<file path="config.mk">
export PLATFORM = sky130hd
export DESIGN_NAME = fetch_frontend
export DESIGN_NICKNAME = d
export VERILOG_FILES = /design/src/fetch_pkg.sv /design/src/ifetch.sv /design/src/i_queue.sv /design/src/decode.sv /design/src/fetch_frontend.sv
export SDC_FILE = /design/constraint.sdc
export NUM_CORES = 1
export LEC_CHECK = 0
export ABC_AREA = 0
export BUFFER_PORTS_ARGS = -buffer_cell sky130_fd_sc_hd__buf_2
export CORE_UTILIZATION = 40
export CTS_BUF_LIST = sky130_fd_sc_hd__clkbuf_4 sky130_fd_sc_hd__clkbuf_8
export CTS_CLUSTER_DIAMETER = 120
export DETAILED_ROUTE_END_ITERATION = 7
export GPL_TIMING_DRIVEN = 0
export PLACE_DENSITY = 0.68
export SLEW_MARGIN = 20
export SYNTH_ARGS = -nofsm -noshare
export SYNTH_HDL_FRONTEND = slang
export SYNTH_HIERARCHICAL = 1
export SYNTH_SLANG_ARGS = --single-unit
</file>
<file path="constraint.sdc">
create_clock -name clk -period 12.55 [get_ports clk]
set_input_delay 3.765 -clock clk [delete_from_list [all_inputs] [get_ports clk]]
set_output_delay 3.765 -clock clk [all_outputs]
set_load 0.01 [all_outputs]
</file>
<file path="src/fetch_pkg.sv">
package fetch_pkg;

    // datapath widths
    localparam int unsigned XLEN      = 32;
    localparam int unsigned REG_IDX_W = 5;

    // instruction queue sizing, depth must be a power of two
    localparam int unsigned IQ_ENTRIES = 8;
    localparam int unsigned IQ_PTR_W   = $clog2(IQ_ENTRIES);

    // first fetch address out of reset
    localparam logic [XLEN-1:0] RESET_PC = 32'h0000_0000;

    // major opcodes that pick the immediate format
    localparam logic [6:0] OPC_LUI    = 7'b0110111;
    localparam logic [6:0] OPC_AUIPC  = 7'b0010111;
    localparam logic [6:0] OPC_JAL    = 7'b1101111;
    localparam logic [6:0] OPC_JALR   = 7'b1100111;
    localparam logic [6:0] OPC_BRANCH = 7'b1100011;
    localparam logic [6:0] OPC_LOAD   = 7'b0000011;
    localparam logic [6:0] OPC_STORE  = 7'b0100011;
    localparam logic [6:0] OPC_OPIMM  = 7'b0010011;
    localparam logic [6:0] OPC_OP     = 7'b0110011;

    // one instruction word, seen through each base format
    typedef union packed {
        logic [XLEN-1:0] raw;
        struct packed {
            logic [6:0]           funct7;
            logic [REG_IDX_W-1:0] rs2;
            logic [REG_IDX_W-1:0] rs1;
            logic [2:0]           funct3;
            logic [REG_IDX_W-1:0] rd;
            logic [6:0]           opcode;
        } r;
        struct packed {
            logic [11:0]          imm_11_0;
            logic [REG_IDX_W-1:0] rs1;
            logic [2:0]           funct3;
            logic [REG_IDX_W-1:0] rd;
            logic [6:0]           opcode;
        } i;
        struct packed {
            logic [6:0]           imm_11_5;
            logic [REG_IDX_W-1:0] rs2;
            logic [REG_IDX_W-1:0] rs1;
            logic [2:0]           funct3;
            logic [4:0]           imm_4_0;
            logic [6:0]           opcode;
        } s;
        struct packed {
            logic                 imm_12;
            logic [5:0]           imm_10_5;
            logic [REG_IDX_W-1:0] rs2;
            logic [REG_IDX_W-1:0] rs1;
            logic [2:0]           funct3;
            logic [3:0]           imm_4_1;
            logic                 imm_11;
            logic [6:0]           opcode;
        } b;
        struct packed {
            logic [19:0]          imm_31_12;
            logic [REG_IDX_W-1:0] rd;
            logic [6:0]           opcode;
        } u;
        struct packed {
            logic                 imm_20;
            logic [9:0]           imm_10_1;
            logic                 imm_11;
            logic [7:0]           imm_19_12;
            logic [REG_IDX_W-1:0] rd;
            logic [6:0]           opcode;
        } j;
    } rv32i_instr_u;

endpackage : fetch_pkg

</file>
<file path="src/ifetch.sv">
`timescale 1ns/10ps

module ifetch
    import fetch_pkg::*;
(
    input  logic            i_rst_n,
    input  logic            clk,
    input  logic            i_flush,
    input  logic [XLEN-1:0] i_redirect_pc,
    // wishbone classic master
    input  logic [XLEN-1:0] i_wb_dat,
    input  logic            i_wb_ack,
    output logic            o_wb_cyc,
    output logic            o_wb_stb,
    output logic [XLEN-1:0] o_wb_adr,
    output logic            o_wb_we,
    output logic [3:0]      o_wb_sel,
    // queue write side
    input  logic            i_full,
    output logic            o_push,
    output logic [XLEN-1:0] o_push_pc,
    output logic [XLEN-1:0] o_push_next_pc,
    output logic [XLEN-1:0] o_push_instr
);

    logic [XLEN-1:0] pc;
    logic [XLEN-1:0] pc_plus4;
    logic [XLEN-1:0] redirect_aligned;
    logic            busy;
    logic            start;
    logic            done;

    assign pc_plus4 = pc + XLEN'(4);

    // fetch is word based, low bits of a redirect are ignored
    assign redirect_aligned = {i_redirect_pc[XLEN-1:2], 2'b00};

    // ack only counts while a cycle is open and no flush is in progress
    assign done = busy && i_wb_ack && !i_flush;

    // one request at a time, and only if the queue can take the word
    assign start = !busy && !i_full;

    always_ff @(posedge clk) begin
        if (!i_rst_n) begin
            pc   <= RESET_PC;
            busy <= 1'b0;
        end else if (i_flush) begin
            // abandon the open cycle, restart at the new address
            pc   <= redirect_aligned;
            busy <= 1'b0;
        end else if (done) begin
            pc   <= pc_plus4;
            busy <= 1'b0;
        end else if (start) begin
            busy <= 1'b1;
        end
    end

    // bus side
    assign o_wb_cyc = busy;
    assign o_wb_stb = busy;
    assign o_wb_adr = pc;
    // read only master
    assign o_wb_we  = 1'b0;
    assign o_wb_sel = 4'hf;

    // queue push in the ack cycle
    assign o_push         = done;
    assign o_push_pc      = pc;
    assign o_push_next_pc = pc_plus4;
    assign o_push_instr   = i_wb_dat;

    // an open request keeps stb and address until ack or flush
    property p_req_hold;
        @(posedge clk) disable iff (!i_rst_n)
            (o_wb_stb && !i_wb_ack && !i_flush) |=> (o_wb_stb && $stable(o_wb_adr));
    endproperty

    a_req_hold: assert property (p_req_hold)
        else $error("ifetch: wishbone request dropped or address changed before ack");

endmodule : ifetch

</file>
<file path="src/i_queue.sv">
`timescale 1ns/10ps

module i_queue
    import fetch_pkg::*;
(
    input  logic            clk,
    input  logic            i_rst_n,
    input  logic            i_flush,
    // write side from fetch
    input  logic            i_push,
    input  logic [XLEN-1:0] i_push_pc,
    input  logic [XLEN-1:0] i_push_next_pc,
    input  logic [XLEN-1:0] i_push_instr,
    // read side to decode
    input  logic            i_pop,
    output logic [XLEN-1:0] o_head_pc,
    output logic [XLEN-1:0] o_head_next_pc,
    output logic [XLEN-1:0] o_head_instr,
    output logic            o_empty,
    output logic            o_full
);

    // entry storage, one array per field
    logic [XLEN-1:0]     pc_mem      [IQ_ENTRIES];
    logic [XLEN-1:0]     next_pc_mem [IQ_ENTRIES];
    logic [XLEN-1:0]     instr_mem   [IQ_ENTRIES];

    logic [IQ_PTR_W-1:0] head_ptr;
    logic [IQ_PTR_W-1:0] tail_ptr;
    logic [IQ_PTR_W:0]   count;
    logic                do_push;
    logic                do_pop;

    assign o_empty = (count == '0);
    // count never exceeds the depth, so the top bit alone means full
    assign o_full  = count[IQ_PTR_W];

    assign do_push = i_push && !o_full;
    assign do_pop  = i_pop && !o_empty;

    always_ff @(posedge clk) begin
        if (do_push) begin
            pc_mem[tail_ptr]      <= i_push_pc;
            next_pc_mem[tail_ptr] <= i_push_next_pc;
            instr_mem[tail_ptr]   <= i_push_instr;
        end
    end

    // head is registered, data shows up the cycle after the pop
    always_ff @(posedge clk) begin
        if (do_pop) begin
            o_head_pc      <= pc_mem[head_ptr];
            o_head_next_pc <= next_pc_mem[head_ptr];
            o_head_instr   <= instr_mem[head_ptr];
        end
    end

    always_ff @(posedge clk) begin
        if (!i_rst_n || i_flush) begin
            head_ptr <= '0;
            tail_ptr <= '0;
            count    <= '0;
        end else begin
            if (do_push) begin
                tail_ptr <= tail_ptr + 1'b1;
            end
            if (do_pop) begin
                head_ptr <= head_ptr + 1'b1;
            end
            // push and pop together leave the count alone
            case ({do_push, do_pop})
                2'b10:   count <= count + 1'b1;
                2'b01:   count <= count - 1'b1;
                default: count <= count;
            endcase
        end
    end

    a_no_push_full: assert property (@(posedge clk) disable iff (!i_rst_n) i_push |-> !o_full)
        else $error("i_queue: push while full");

    a_no_pop_empty: assert property (@(posedge clk) disable iff (!i_rst_n) i_pop |-> !o_empty)
        else $error("i_queue: pop while empty");

endmodule : i_queue

</file>
<file path="src/decode.sv">
`timescale 1ns/10ps

module decode
    import fetch_pkg::*;
(
    input  logic                 clk,
    input  logic                 i_rst_n,
    input  logic                 i_flush,
    // queue read side
    input  logic                 i_empty,
    output logic                 o_pop,
    input  logic [XLEN-1:0]      i_head_pc,
    input  logic [XLEN-1:0]      i_head_next_pc,
    input  logic [XLEN-1:0]      i_head_instr,
    // decoded output to issue
    input  logic                 i_dec_ready,
    output logic                 o_dec_valid,
    output logic [XLEN-1:0]      o_dec_pc,
    output logic [XLEN-1:0]      o_dec_next_pc,
    output logic [6:0]           o_dec_opcode,
    output logic [REG_IDX_W-1:0] o_dec_rd,
    output logic [REG_IDX_W-1:0] o_dec_rs1,
    output logic [REG_IDX_W-1:0] o_dec_rs2,
    output logic [2:0]           o_dec_funct3,
    output logic [6:0]           o_dec_funct7,
    output logic [XLEN-1:0]      o_dec_imm
);

    rv32i_instr_u    instr;
    logic            pending;
    logic            take;
    logic [XLEN-1:0] imm;

    assign instr = i_head_instr;
    assign take  = o_dec_valid && i_dec_ready;

    // pop only when the output will be free by the time the head arrives
    assign o_pop = !i_empty && !pending && (!o_dec_valid || i_dec_ready) && !i_flush;

    // immediate by format
    always_comb begin
        case (instr.r.opcode)
            OPC_LUI, OPC_AUIPC: begin
                imm = {instr.u.imm_31_12, 12'b0};
            end
            OPC_JAL: begin
                imm = {{11{instr.j.imm_20}}, instr.j.imm_20, instr.j.imm_19_12,
                       instr.j.imm_11, instr.j.imm_10_1, 1'b0};
            end
            OPC_JALR, OPC_LOAD, OPC_OPIMM: begin
                imm = {{20{instr.i.imm_11_0[11]}}, instr.i.imm_11_0};
            end
            OPC_STORE: begin
                imm = {{20{instr.s.imm_11_5[6]}}, instr.s.imm_11_5, instr.s.imm_4_0};
            end
            OPC_BRANCH: begin
                imm = {{19{instr.b.imm_12}}, instr.b.imm_12, instr.b.imm_11,
                       instr.b.imm_10_5, instr.b.imm_4_1, 1'b0};
            end
            // register type and unknown opcodes carry no immediate
            default: begin
                imm = '0;
            end
        endcase
    end

    // pending marks the cycle where the queue head is valid
    always_ff @(posedge clk) begin
        if (!i_rst_n) begin
            pending     <= 1'b0;
            o_dec_valid <= 1'b0;
        end else if (i_flush) begin
            pending     <= 1'b0;
            o_dec_valid <= 1'b0;
        end else begin
            pending <= o_pop;
            if (pending) begin
                o_dec_valid <= 1'b1;
            end else if (take) begin
                o_dec_valid <= 1'b0;
            end
        end
    end

    // the pop rule keeps the output slot free whenever pending is set
    always_ff @(posedge clk) begin
        if (pending) begin
            o_dec_pc      <= i_head_pc;
            o_dec_next_pc <= i_head_next_pc;
            o_dec_opcode  <= instr.r.opcode;
            o_dec_rd      <= instr.r.rd;
            o_dec_rs1     <= instr.r.rs1;
            o_dec_rs2     <= instr.r.rs2;
            o_dec_funct3  <= instr.r.funct3;
            o_dec_funct7  <= instr.r.funct7;
            o_dec_imm     <= imm;
        end
    end

    // stalled output must not move until taken
    property p_hold_on_stall;
        @(posedge clk) disable iff (!i_rst_n)
            (o_dec_valid && !i_dec_ready && !i_flush) |=>
                (o_dec_valid && $stable(o_dec_pc) && $stable(o_dec_imm)
                 && $stable(o_dec_opcode) && $stable(o_dec_rd));
    endproperty

    a_hold_on_stall: assert property (p_hold_on_stall)
        else $error("decode: output changed while stalled");

endmodule : decode

</file>
<file path="src/fetch_frontend.sv">
`timescale 1ns/10ps

module fetch_frontend
    import fetch_pkg::*;
(
    input  logic                 clk,
    input  logic                 i_rst_n,
    input  logic                 i_flush,
    input  logic [XLEN-1:0]      i_redirect_pc,
    // wishbone classic master to instruction memory
    output logic                 o_wb_cyc,
    output logic                 o_wb_stb,
    output logic [XLEN-1:0]      o_wb_adr,
    output logic                 o_wb_we,
    output logic [3:0]           o_wb_sel,
    input  logic [XLEN-1:0]      i_wb_dat,
    input  logic                 i_wb_ack,
    // decoded instruction stream
    input  logic                 i_dec_ready,
    output logic                 o_dec_valid,
    output logic [XLEN-1:0]      o_dec_pc,
    output logic [XLEN-1:0]      o_dec_next_pc,
    output logic [6:0]           o_dec_opcode,
    output logic [REG_IDX_W-1:0] o_dec_rd,
    output logic [REG_IDX_W-1:0] o_dec_rs1,
    output logic [REG_IDX_W-1:0] o_dec_rs2,
    output logic [2:0]           o_dec_funct3,
    output logic [6:0]           o_dec_funct7,
    output logic [XLEN-1:0]      o_dec_imm
);

    // fetch to queue
    logic            push;
    logic [XLEN-1:0] push_pc;
    logic [XLEN-1:0] push_next_pc;
    logic [XLEN-1:0] push_instr;
    logic            full;

    // queue to decode
    logic            pop;
    logic            empty;
    logic [XLEN-1:0] head_pc;
    logic [XLEN-1:0] head_next_pc;
    logic [XLEN-1:0] head_instr;

    ifetch ifetch_i (
        .i_rst_n       (i_rst_n),
        .clk           (clk),
        .i_flush       (i_flush),
        .i_redirect_pc (i_redirect_pc),
        .i_wb_dat      (i_wb_dat),
        .i_wb_ack      (i_wb_ack),
        .o_wb_cyc      (o_wb_cyc),
        .o_wb_stb      (o_wb_stb),
        .o_wb_adr      (o_wb_adr),
        .o_wb_we       (o_wb_we),
        .o_wb_sel      (o_wb_sel),
        .i_full        (full),
        .o_push        (push),
        .o_push_pc     (push_pc),
        .o_push_next_pc(push_next_pc),
        .o_push_instr  (push_instr)
    );

    i_queue i_queue_i (
        .clk           (clk),
        .i_rst_n       (i_rst_n),
        .i_flush       (i_flush),
        .i_push        (push),
        .i_push_pc     (push_pc),
        .i_push_next_pc(push_next_pc),
        .i_push_instr  (push_instr),
        .i_pop         (pop),
        .o_head_pc     (head_pc),
        .o_head_next_pc(head_next_pc),
        .o_head_instr  (head_instr),
        .o_empty       (empty),
        .o_full        (full)
    );

    decode decode_i (
        .clk           (clk),
        .i_rst_n       (i_rst_n),
        .i_flush       (i_flush),
        .i_empty       (empty),
        .o_pop         (pop),
        .i_head_pc     (head_pc),
        .i_head_next_pc(head_next_pc),
        .i_head_instr  (head_instr),
        .i_dec_ready   (i_dec_ready),
        .o_dec_valid   (o_dec_valid),
        .o_dec_pc      (o_dec_pc),
        .o_dec_next_pc (o_dec_next_pc),
        .o_dec_opcode  (o_dec_opcode),
        .o_dec_rd      (o_dec_rd),
        .o_dec_rs1     (o_dec_rs1),
        .o_dec_rs2     (o_dec_rs2),
        .o_dec_funct3  (o_dec_funct3),
        .o_dec_funct7  (o_dec_funct7),
        .o_dec_imm     (o_dec_imm)
    );

endmodule : fetch_frontend

</file>
==> results of run 1 <==
==> logic make-up (layout without fill, tap and decap cells) <==
logic type / count (synthesis) / in the layout / share of synthesized area
AOI/OAI and AO/OA: 104 / 104 / 0.0180
DFF: 1035 / 1035 / 0.774
xor gates and xnor gates: 44 / 44 / 0.00974
and+or+nand+nor: 205 / 205 / 0.0294
buffers and inverters: 178 / 735 / 0.0285
other: 2 / 14 / 0.000190
adders and majority gates: 7 / 7 / 0.00240
muxes: 291 / 291 / 0.137
==> area by class of cell <==
type                            count  share of cell area
Inverter                           15             0.00121
Clock inverter                     74              0.0106
Buffer                            163              0.0230
Multi-Input combinational cell    662               0.170
Antenna cell                        3            0.000161
Clock buffer                      220              0.0582
Sequential cell                  1035               0.659
Tap cell                         1287              0.0346
Timing Repair Buffer              263              0.0437
==> critical path, cell delays in order <==
cell	delay, ns
buf_2	0.17
clkbuf_1	0.29
buf_1	0.37
nor2_1	0.17
nor2b_1	0.14
clkbuf_1	0.35
nand2_1	0.32
nor3_2	0.56
buf_6	0.22
buf_4	0.18
buf_4	0.21
buf_4	0.21
buf_4	0.21
buf_4	0.21
buf_6	0.16
==> sequential cells by signal, indices dropped and copies added (netlist names), 7 cells and up <==
| signal | cells |
|---|---|
| decode_i/o_dec_funct7 | 7 |
| i_queue_i/o_head_next_pc | 32 |
| decode_i/o_dec_pc | 32 |
| decode_i/o_dec_opcode | 7 |
| ifetch_i/o_push_pc | 30 |
| i_queue_i/pc_mem | 256 |
| i_queue_i/instr_mem | 256 |
| decode_i/o_dec_next_pc | 32 |
| decode_i/o_dec_imm | 32 |
| i_queue_i/next_pc_mem | 256 |
| i_queue_i/o_head_pc | 32 |
| i_queue_i/o_head_instr | 32 |
==> power by group <==
group	leakage (nW)	internal, W	switching, W	total, W
Combinational	4.15	0.0000505	0.0000759	0.000126
Clock	1.70	0.00149	0.00129	0.00279
Sequential	9.37	0.00380	0.0000305	0.00383
==> final timing paths <==
path,startpoint,end,slack (ns),cells past startpoint
worst max-delay path,i_flush,i_queue_i/instr_mem[4][14],5.53,15
worst min-delay path,i_queue_i/o_head_pc[3],decode_i/o_dec_pc[3],0.40,0
worst max register to register,ifetch_i/o_wb_cyc,i_queue_i/instr_mem[4][14],8.26,14
worst min register to register,i_queue_i/o_head_pc[3],decode_i/o_dec_pc[3],0.40,0
==> stage by stage <==
stage                     hold WS, ns   util  instances  power [W]  setup TNS (ns)
after CTS                       0.382  0.474       3719    0.00682               0
after global routing            0.401  0.474       3721    0.00697               0
after global placement          0.405  0.430       3357    0.00401        -2395.77
after floorplan                 0.400      -       1875    0.00396               0
final                           0.395  0.474       3722    0.00674               0
after detailed placement        0.405  0.441       3425    0.00402               0
==> layer usage <==
layer  global-route usage  vias up  share of wire
li1                     -     8475              -
met1                0.236    10200           0.41
met2                0.295      790           0.49
met3               0.0392      149          0.069
met4               0.0630        4          0.025
met5                    0        -        0.00032
==> cell usage in the layout (no fill, tap or decap), drive strengths merged, types with 32 or more instances in the layout <==
cell,instances
clkbuf,253
nand3,42
dfxtp,43
buf,393
mux2,96
nor2,34
o21ai,32
mux4,192
edfxtp,992
clkinv,56
==> impl_metrics.tcl, run 1 <==
set metrics [dict create \
    status "complete, no violations" \
    fin_crit_sh 0.560 \
    ioPinCount 237 \
    skew_ns 0.0317 \
    drt-initial-drc-count 1789 \
    maxSlewViolCount 0 \
    clk_latency_ns 0.83 \
    yosys_register_bits 1035 \
    vias 19600 \
    numCtsBuffers 164 \
    drive_above_1_share 0.391 \
    synth_common_cells "992 x edfxtp_1, 192 x mux4_2, 96 x mux2_2" \
    dp_hpwl_um 59100 \
    gp_congestion 0.841 \
    fin_nets 2380 \
    cts.path.max_buffers 3 \
    cts_tree "built" \
    postCtsResizedCells 0 \
    ant_nets 0 \
    synth-seq-area-share 0.774 \
    grt_max_degree 66 \
    syn_to_final_growth_pct 17.6 \
    pre_cts_slack_ns 4.72 \
    timing.final.crit_period_ns 7.02 \
    design.core.area_um2 98100 \
    irDropWorstVdd_mv 0.0944 \
    fmax_ghz 0.142 \
    chipWidth_um 317 \
    grt_pass1_wl_um 130000 \
    hold_path.class "reg -> reg" \
    setup_slack_ns 5.53 \
    tightest_slew_ns 1.16 \
    max-cap-violations 0 \
    clock-sinks 1035 \
    grt_usage 0.179 \
    end_kind "flop" \
    yosys.cell_types.count 72 \
    fin_area_um2 46500 \
    async_flop_share 0 \
    synth_area_leader_cell "edfxtp_1" \
    powerDensity_nw_per_um2 145 \
    grt_overflow 0 \
    synth.avg_cell_area_um2 21.2 \
    grt_setup_unrepaired "no" \
    setup_violations 0 \
    cts.clk_slew.worst_paths_ns 0.06 \
    fill_cells 8082 \
    rows 115 \
    antenna_found_initial 7 \
    critPathKind "in -> reg" \
    cp_max_fo 10 \
    synth_cells 1866 \
    avgViaCountPerCell 5.26 \
    synth_area_um2 39600 \
    regArea_um2 30700 \
    worstPathRequired_ns 13.08 \
    synth_edf_count 992 \
    drc_errors 0 \
    cts-root-buf "clkbuf_8" \
    routed_wl_um 89300 \
    yosys-top-cells-area "edfxtp_1 75%, mux4_2 11%, mux2_2 2.7%" \
    ys.flop_type "edfxtp_1" \
    cts_max_level 4 \
    synth_top_area_frac 0.753 \
    cts_hold_buffers 0 \
    start_util 0.403 \
    first_pass_iters 5 \
    place_area_um2 43300 \
    portBuffers 195 \
    wl_per_cell_um 24.0 \
    power_leakage_nw 15.2 \
    grt_pass1_vias 20500 \
    critical_path_arrival_ns 7.55 \
    relSlewSlack 0.217 \
    die_y_um 317 \
    multiInputGateArea_um2 7900 \
    start_kind "input pin" \
    postCtsSetupRepairBufs 0 \
    yosys_warnings 6 \
    hold_violations 0 \
    die_area_um2 100000 \
    yosysMostFrequentCell "edfxtp_1" \
]
Power figures use the tool's default switching activity.
==> run 2, diff against run 1 <==
clock period = 6.95 ns   (was 12.55 ns; I/O delays follow)
==> run 2 against run 1 <==
The run now ends with design-rule violations left; first-iteration DRC count shrank 0.84%; register-to-register slack got worse by 5.3 ns; total power grew 80%; hold slack improved by 0.015 ns; utilization rose by 0.14 points; non-clock buffer count shrank 11; sequential share of layout area decreased by 0.19 points; cell area rose by 0.29%; sequential cell count did not move.
==> impl_metrics.tcl, run 2 (synthesized netlist as in run 1, its figures left out) <==
set metrics [dict create \
    status "finished with violations" \
    violations "design-rule violations" \
    holdCritStartpoint "i_queue_i/o_head_pc[3]" \
    cts_max_level 4 \
    cts_hold_buffers 0 \
    rows 115 \
    cts.path.max_buffers 3 \
    fin_nets 2367 \
    tns_ns 0 \
    max-cap-violations 0 \
    grt_overflow 0 \
    design.core.area_um2 98100 \
    powerDensity_nw_per_um2 260 \
    ioPinCount 237 \
    relSlewSlack 0.287 \
    clock-sinks 1035 \
    irDropWorstVdd_mv 0.170 \
    start_util 0.403 \
    worstPathRequired_ns 7.45 \
    hold_violations 0 \
    gp_congestion 0.857 \
    dp_hpwl_um 58400 \
    whs_path_depth 0 \
    routed_wl_um 88100 \
    numCtsBuffers 162 \
    timing.final.crit_period_ns 4.93 \
    start_kind "input pin" \
    cts.clk_slew.worst_paths_ns 0.06 \
    antenna_found_initial 7 \
    grt_pass1_vias 20000 \
    fin_crit_sh 0.709 \
    vias 19500 \
    fill_cells 8080 \
    drc_errors 2 \
    grt_max_degree 66 \
    r2r_slack_ns 3.00 \
    critical_path_arrival_ns 5.43 \
    grt_pass1_wl_um 128000 \
    drive_above_1_share 0.386 \
    cts_tree "built" \
    hold_path_end "decode_i/o_dec_pc[3]" \
    end_kind "flop" \
    drt-initial-drc-count 1774 \
    ff2ff_path_depth 12 \
    reg2reg_from "ifetch_i/o_wb_cyc" \
    syn_to_final_growth_pct 17.9 \
    reg_top3 "i_queue_i/instr_mem x256, i_queue_i/next_pc_mem x256, i_queue_i/pc_mem x256" \
    setup_slack_ns 2.02 \
    timing.rr.end "i_queue_i/instr_mem[4][16]" \
    avgViaCountPerCell 5.25 \
    die_y_um 317 \
    portBuffers 195 \
    cts-root-buf "clkbuf_8" \
    postCtsSetupRepairBufs 0 \
    chipWidth_um 317 \
    grt_usage 0.177 \
    pre_cts_slack_ns 1.21 \
    hold_path.class "reg -> reg" \
    postCtsResizedCells 0 \
    die_area_um2 100000 \
    clk_latency_ns 0.81 \
    critPathKind "in -> reg" \
    setup_violations 0 \
    multiInputGateArea_um2 7910 \
    ant_nets 0 \
    skew_ns 0.0364 \
    regArea_um2 30700 \
    fmax_ghz 0.203 \
    cp_max_fo 12 \
    wl_per_cell_um 23.7 \
    tightest_slew_ns 1.06 \
    layout.cells.most_common "edfxtp_1" \
    maxSlewViolCount 0 \
    power_leakage_nw 15.2 \
    final_cell_mix "992 x edfxtp_1, 209 x buf_2, 192 x mux4_2" \
    first_pass_iters 7 \
    grt_setup_unrepaired "no" \
    holdWs_ns 0.410 \
]
run 2: changes by cell type in the layout (fill, tap and decap cells not counted), moves of 4 or more:
| cell | delta |
|---|---|
| buf_12 | -5 |
| buf_16 | +11 |
| buf_4 | -25 |
| buf_6 | -4 |
| buf_8 | +12 |
| clkinv_1 | +4 |
run 2: per-stage QoR:
step | instance area (um2) | utilization | cells | total power [W]
final | 46700 | 0.475 | 3709 | 0.0121
after global placement | 42200 | 0.430 | 3357 | 0.00725
after global routing | 46700 | 0.475 | 3709 | 0.0126
after detailed placement | 43500 | 0.443 | 3414 | 0.00726
after floorplan | 39600 | - | 1875 | 0.00715
after CTS | 46700 | 0.475 | 3708 | 0.0123
run 2: power breakdown:
part,leakage (nW),switching [W],internal [W],total [W]
registers,9.37,0.0000546,0.00685,0.00691
logic,4.15,0.000137,0.0000918,0.000229
clock network,1.69,0.00230,0.00270,0.00500
total,15.2,0.00249,0.00964,0.0121
run 2: critical path, stage by stage:
cell	delay [ns]
buf_2	0.17
clkbuf_1	0.29
buf_1	0.36
nor2_1	0.16
nor2b_1	0.13
clkbuf_1	0.28
nand2_1	0.31
nor3_4	0.58
buf_8	0.25
buf_8	0.19
buf_8	0.19
buf_8	0.19
buf_8	0.20
run 2: layer usage:
layer,wire length [um],vias up,GRT usage
li1,-,8457,-
met1,35800,10100,0.231
met5,25,-,0
met3,6200,144,0.0355
met4,1980,4,0.0592
met2,44100,819,0.296
run 2: how the worst max path moves through the flow:
stage | slack, ns | to | startpoint
after CTS | 2.09 | i_queue_i/instr_mem[4][16] | i_flush
after global placement | -5.75 | i_queue_i/instr_mem[5][28] | i_flush
after floorplan | -0.69 | i_queue_i/instr_mem[3][0] | i_flush
final | 2.02 | i_queue_i/instr_mem[4][16] | i_flush
after detailed placement | 1.21 | i_queue_i/instr_mem[4][22] | i_flush
after global routing | 1.93 | i_queue_i/instr_mem[4][11] | i_flush
run 2: final cells by class:
| class | instances | area share |
|---|---|---|
| multi-input cells | 662 | 0.170 |
| repair buffers | 252 | 0.0468 |
| well taps | 1287 | 0.0345 |
| diodes | 1 | 0.0000536 |
| plain buffers | 163 | 0.0229 |
| flip-flops and latches | 1035 | 0.657 |
| inverters | 15 | 0.00121 |
| clock inverters | 71 | 0.00955 |
| clock buffers | 223 | 0.0585 |
==> run 3, diff against run 2 <==
PLACE_DENSITY = 0.7   (was 0.68)
clock period = 4.09 ns   (was 6.95 ns; I/O delays follow)
==> run 3 against run 2 <==
The flow now finishes without violations; non-clock buffer count is 2 lower; critical path depth fell by 8; clock power rose by 75%; hold slack improved by 0.0069 ns; sequential power increased by 69%; total power rose by 72%; utilization increased by 0.079 points; sequential share of layout area shrank 0.11 points; via count up 0.17%; critical path type is now reg -> reg; largest power group unchanged.
==> impl_metrics.tcl, run 3 (synthesized netlist as in run 1, its figures left out) <==
set metrics [dict create \
    cts.path.max_buffers 3 \
    grt_pass1_wl_um 131000 \
    met2_usage 0.304 \
    reg_top3 "i_queue_i/instr_mem x256, i_queue_i/next_pc_mem x256, i_queue_i/pc_mem x256" \
    numCtsBuffers 164 \
    cp_max_fo 13 \
    holdCritStartpoint "i_queue_i/o_head_pc[0]" \
    portBuffers 195 \
    clk_latency_ns 0.83 \
    whs_path_depth 0 \
    multiInputGateArea_um2 7940 \
    dp_hpwl_um 58800 \
    grt_pass1_vias 20400 \
    gp_congestion 0.845 \
    grt_max_degree 66 \
    routed_wl_um 89100 \
    crit_start "ifetch_i/o_push_pc[3]" \
    final_cell_mix "992 x edfxtp_1, 209 x buf_2, 192 x mux4_2" \
    regArea_um2 30700 \
    fill_cells 8023 \
    critical_path_arrival_ns 3.93 \
    powerDensity_nw_per_um2 446 \
    start_kind "flop" \
    layout.cells.most_common "edfxtp_1" \
    syn_to_final_growth_pct 18.1 \
    irDropWorstVdd_mv 0.285 \
    tightest_slew_ns 1.10 \
    rows 115 \
    r2r_slack_ns 0.63 \
    timing.final.crit_period_ns 3.46 \
    cpMostUsedCell "nand3_1" \
    first_pass_iters 6 \
    setup_slack_ns 0.634 \
    gr-usage-met3 0.0392 \
    fmax_ghz 0.289 \
    start_util 0.403 \
    hold_violations 0 \
    avgViaCountPerCell 5.26 \
    cts_tree "built" \
    crit_family "simple AND/OR/NAND/NOR gates" \
    cts_max_level 4 \
    grt_setup_unrepaired "no" \
    grt_overflow 0 \
    pre_cts_slack_ns -0.166 \
    design.core.area_um2 98100 \
    setup_violations 0 \
    ant_nets 0 \
    postCtsSetupRepairBufs 0 \
    power_leakage_nw 15.2 \
    cp_slowest_stage_delay_ns 0.85 \
    crit_chain "ha_1, nand3_1, nor4_2, nand3_1, xnor2_1" \
    max-cap-violations 0 \
    worstPathRequired_ns 4.57 \
    grt.busiest_layer "met2" \
    skew_ns 0.0366 \
    clock-sinks 1035 \
    slowest_stage "nor4_2" \
    holdWs_ns 0.417 \
    relSlewSlack 0.257 \
    die_area_um2 100000 \
    die_y_um 317 \
    chipWidth_um 317 \
    maxSlewViolCount 0 \
    ioPinCount 237 \
    fin_nets 2367 \
    reg2reg_from "ifetch_i/o_push_pc[3]" \
    post-route-util 0.476 \
    wl_per_cell_um 24.0 \
    critPathKind "reg -> reg" \
    fin_total_pwr_w 0.0209 \
    critical_path_depth 5 \
    postCtsResizedCells 0 \
    cts.clk_slew.worst_paths_ns 0.06 \
    drt-initial-drc-count 1879 \
    antenna_found_initial 4 \
    drc_errors 0 \
    cts-root-buf "clkbuf_8" \
    path_buf_inv 0 \
    status "complete, no violations" \
    hold_path.class "reg -> reg" \
    cts_hold_buffers 0 \
    vias 19500 \
    end_kind "flop" \
    grt_usage 0.180 \
    ff2ff_path_depth 5 \
    drive_above_1_share 0.389 \
    fin_crit_sh 0.845 \
    use_met1 0.229 \
]
run 3: worst reg2reg max path: cells and delay by family (launching register included):
| kind | cells | cell delay [ns] |
|---|---|---|
| XOR/XNOR | 1 | 0.81 |
| AND/OR/NAND/NOR | 3 | 1.27 |
| flip-flops | 1 | 0.66 |
| adder cells (fa/ha/maj) | 1 | 0.36 |
run 3: cell type report:
cell class / instances / area share
Inverter: 15 / 0.00120
Buffer: 163 / 0.0239
Clock buffer: 218 / 0.0579
Multi-Input combinational cell: 662 / 0.170
Clock inverter: 81 / 0.0126
Tap cell: 1287 / 0.0345
Antenna cell: 2 / 0.000107
Sequential cell: 1035 / 0.656
Timing Repair Buffer: 250 / 0.0442
run 3: final timing paths:
check / endpoint
setup / recovery: i_queue_i/next_pc_mem[5][30]
hold / removal: decode_i/o_dec_pc[0]
setup reg to reg: i_queue_i/next_pc_mem[5][30]
hold reg to reg: decode_i/o_dec_pc[0]
run 3: metal layers:
layer | vias up | wire length (um)
met3 | 194 | 6680
li1 | 8457 | -
met2 | 851 | 44600
met4 | 6 | 2580
met5 | - | 38
met1 | 10000 | 35200
run 3: power by group:
| group | total (W) | switching (W) | internal (W) |
|---|---|---|---|
| Combinational | 0.000394 | 0.000234 | 0.000161 |
| Clock | 0.00874 | 0.00400 | 0.00473 |
| Sequential | 0.0117 | 0.0000909 | 0.0116 |
run 3: stage by stage:
stage / TNS (ns) / instances / cell area (um2)
2_1_floorplan: -124.40 / 1875 / 39700
3_3_place_gp: -1698.68 / 3357 / 42300
3_5_place_dp: -3.11 / 3412 / 43400
4_1_cts: 0 / 3711 / 46700
5_1_grt: 0 / 3712 / 46700
6_report: 0 / 3713 / 46700
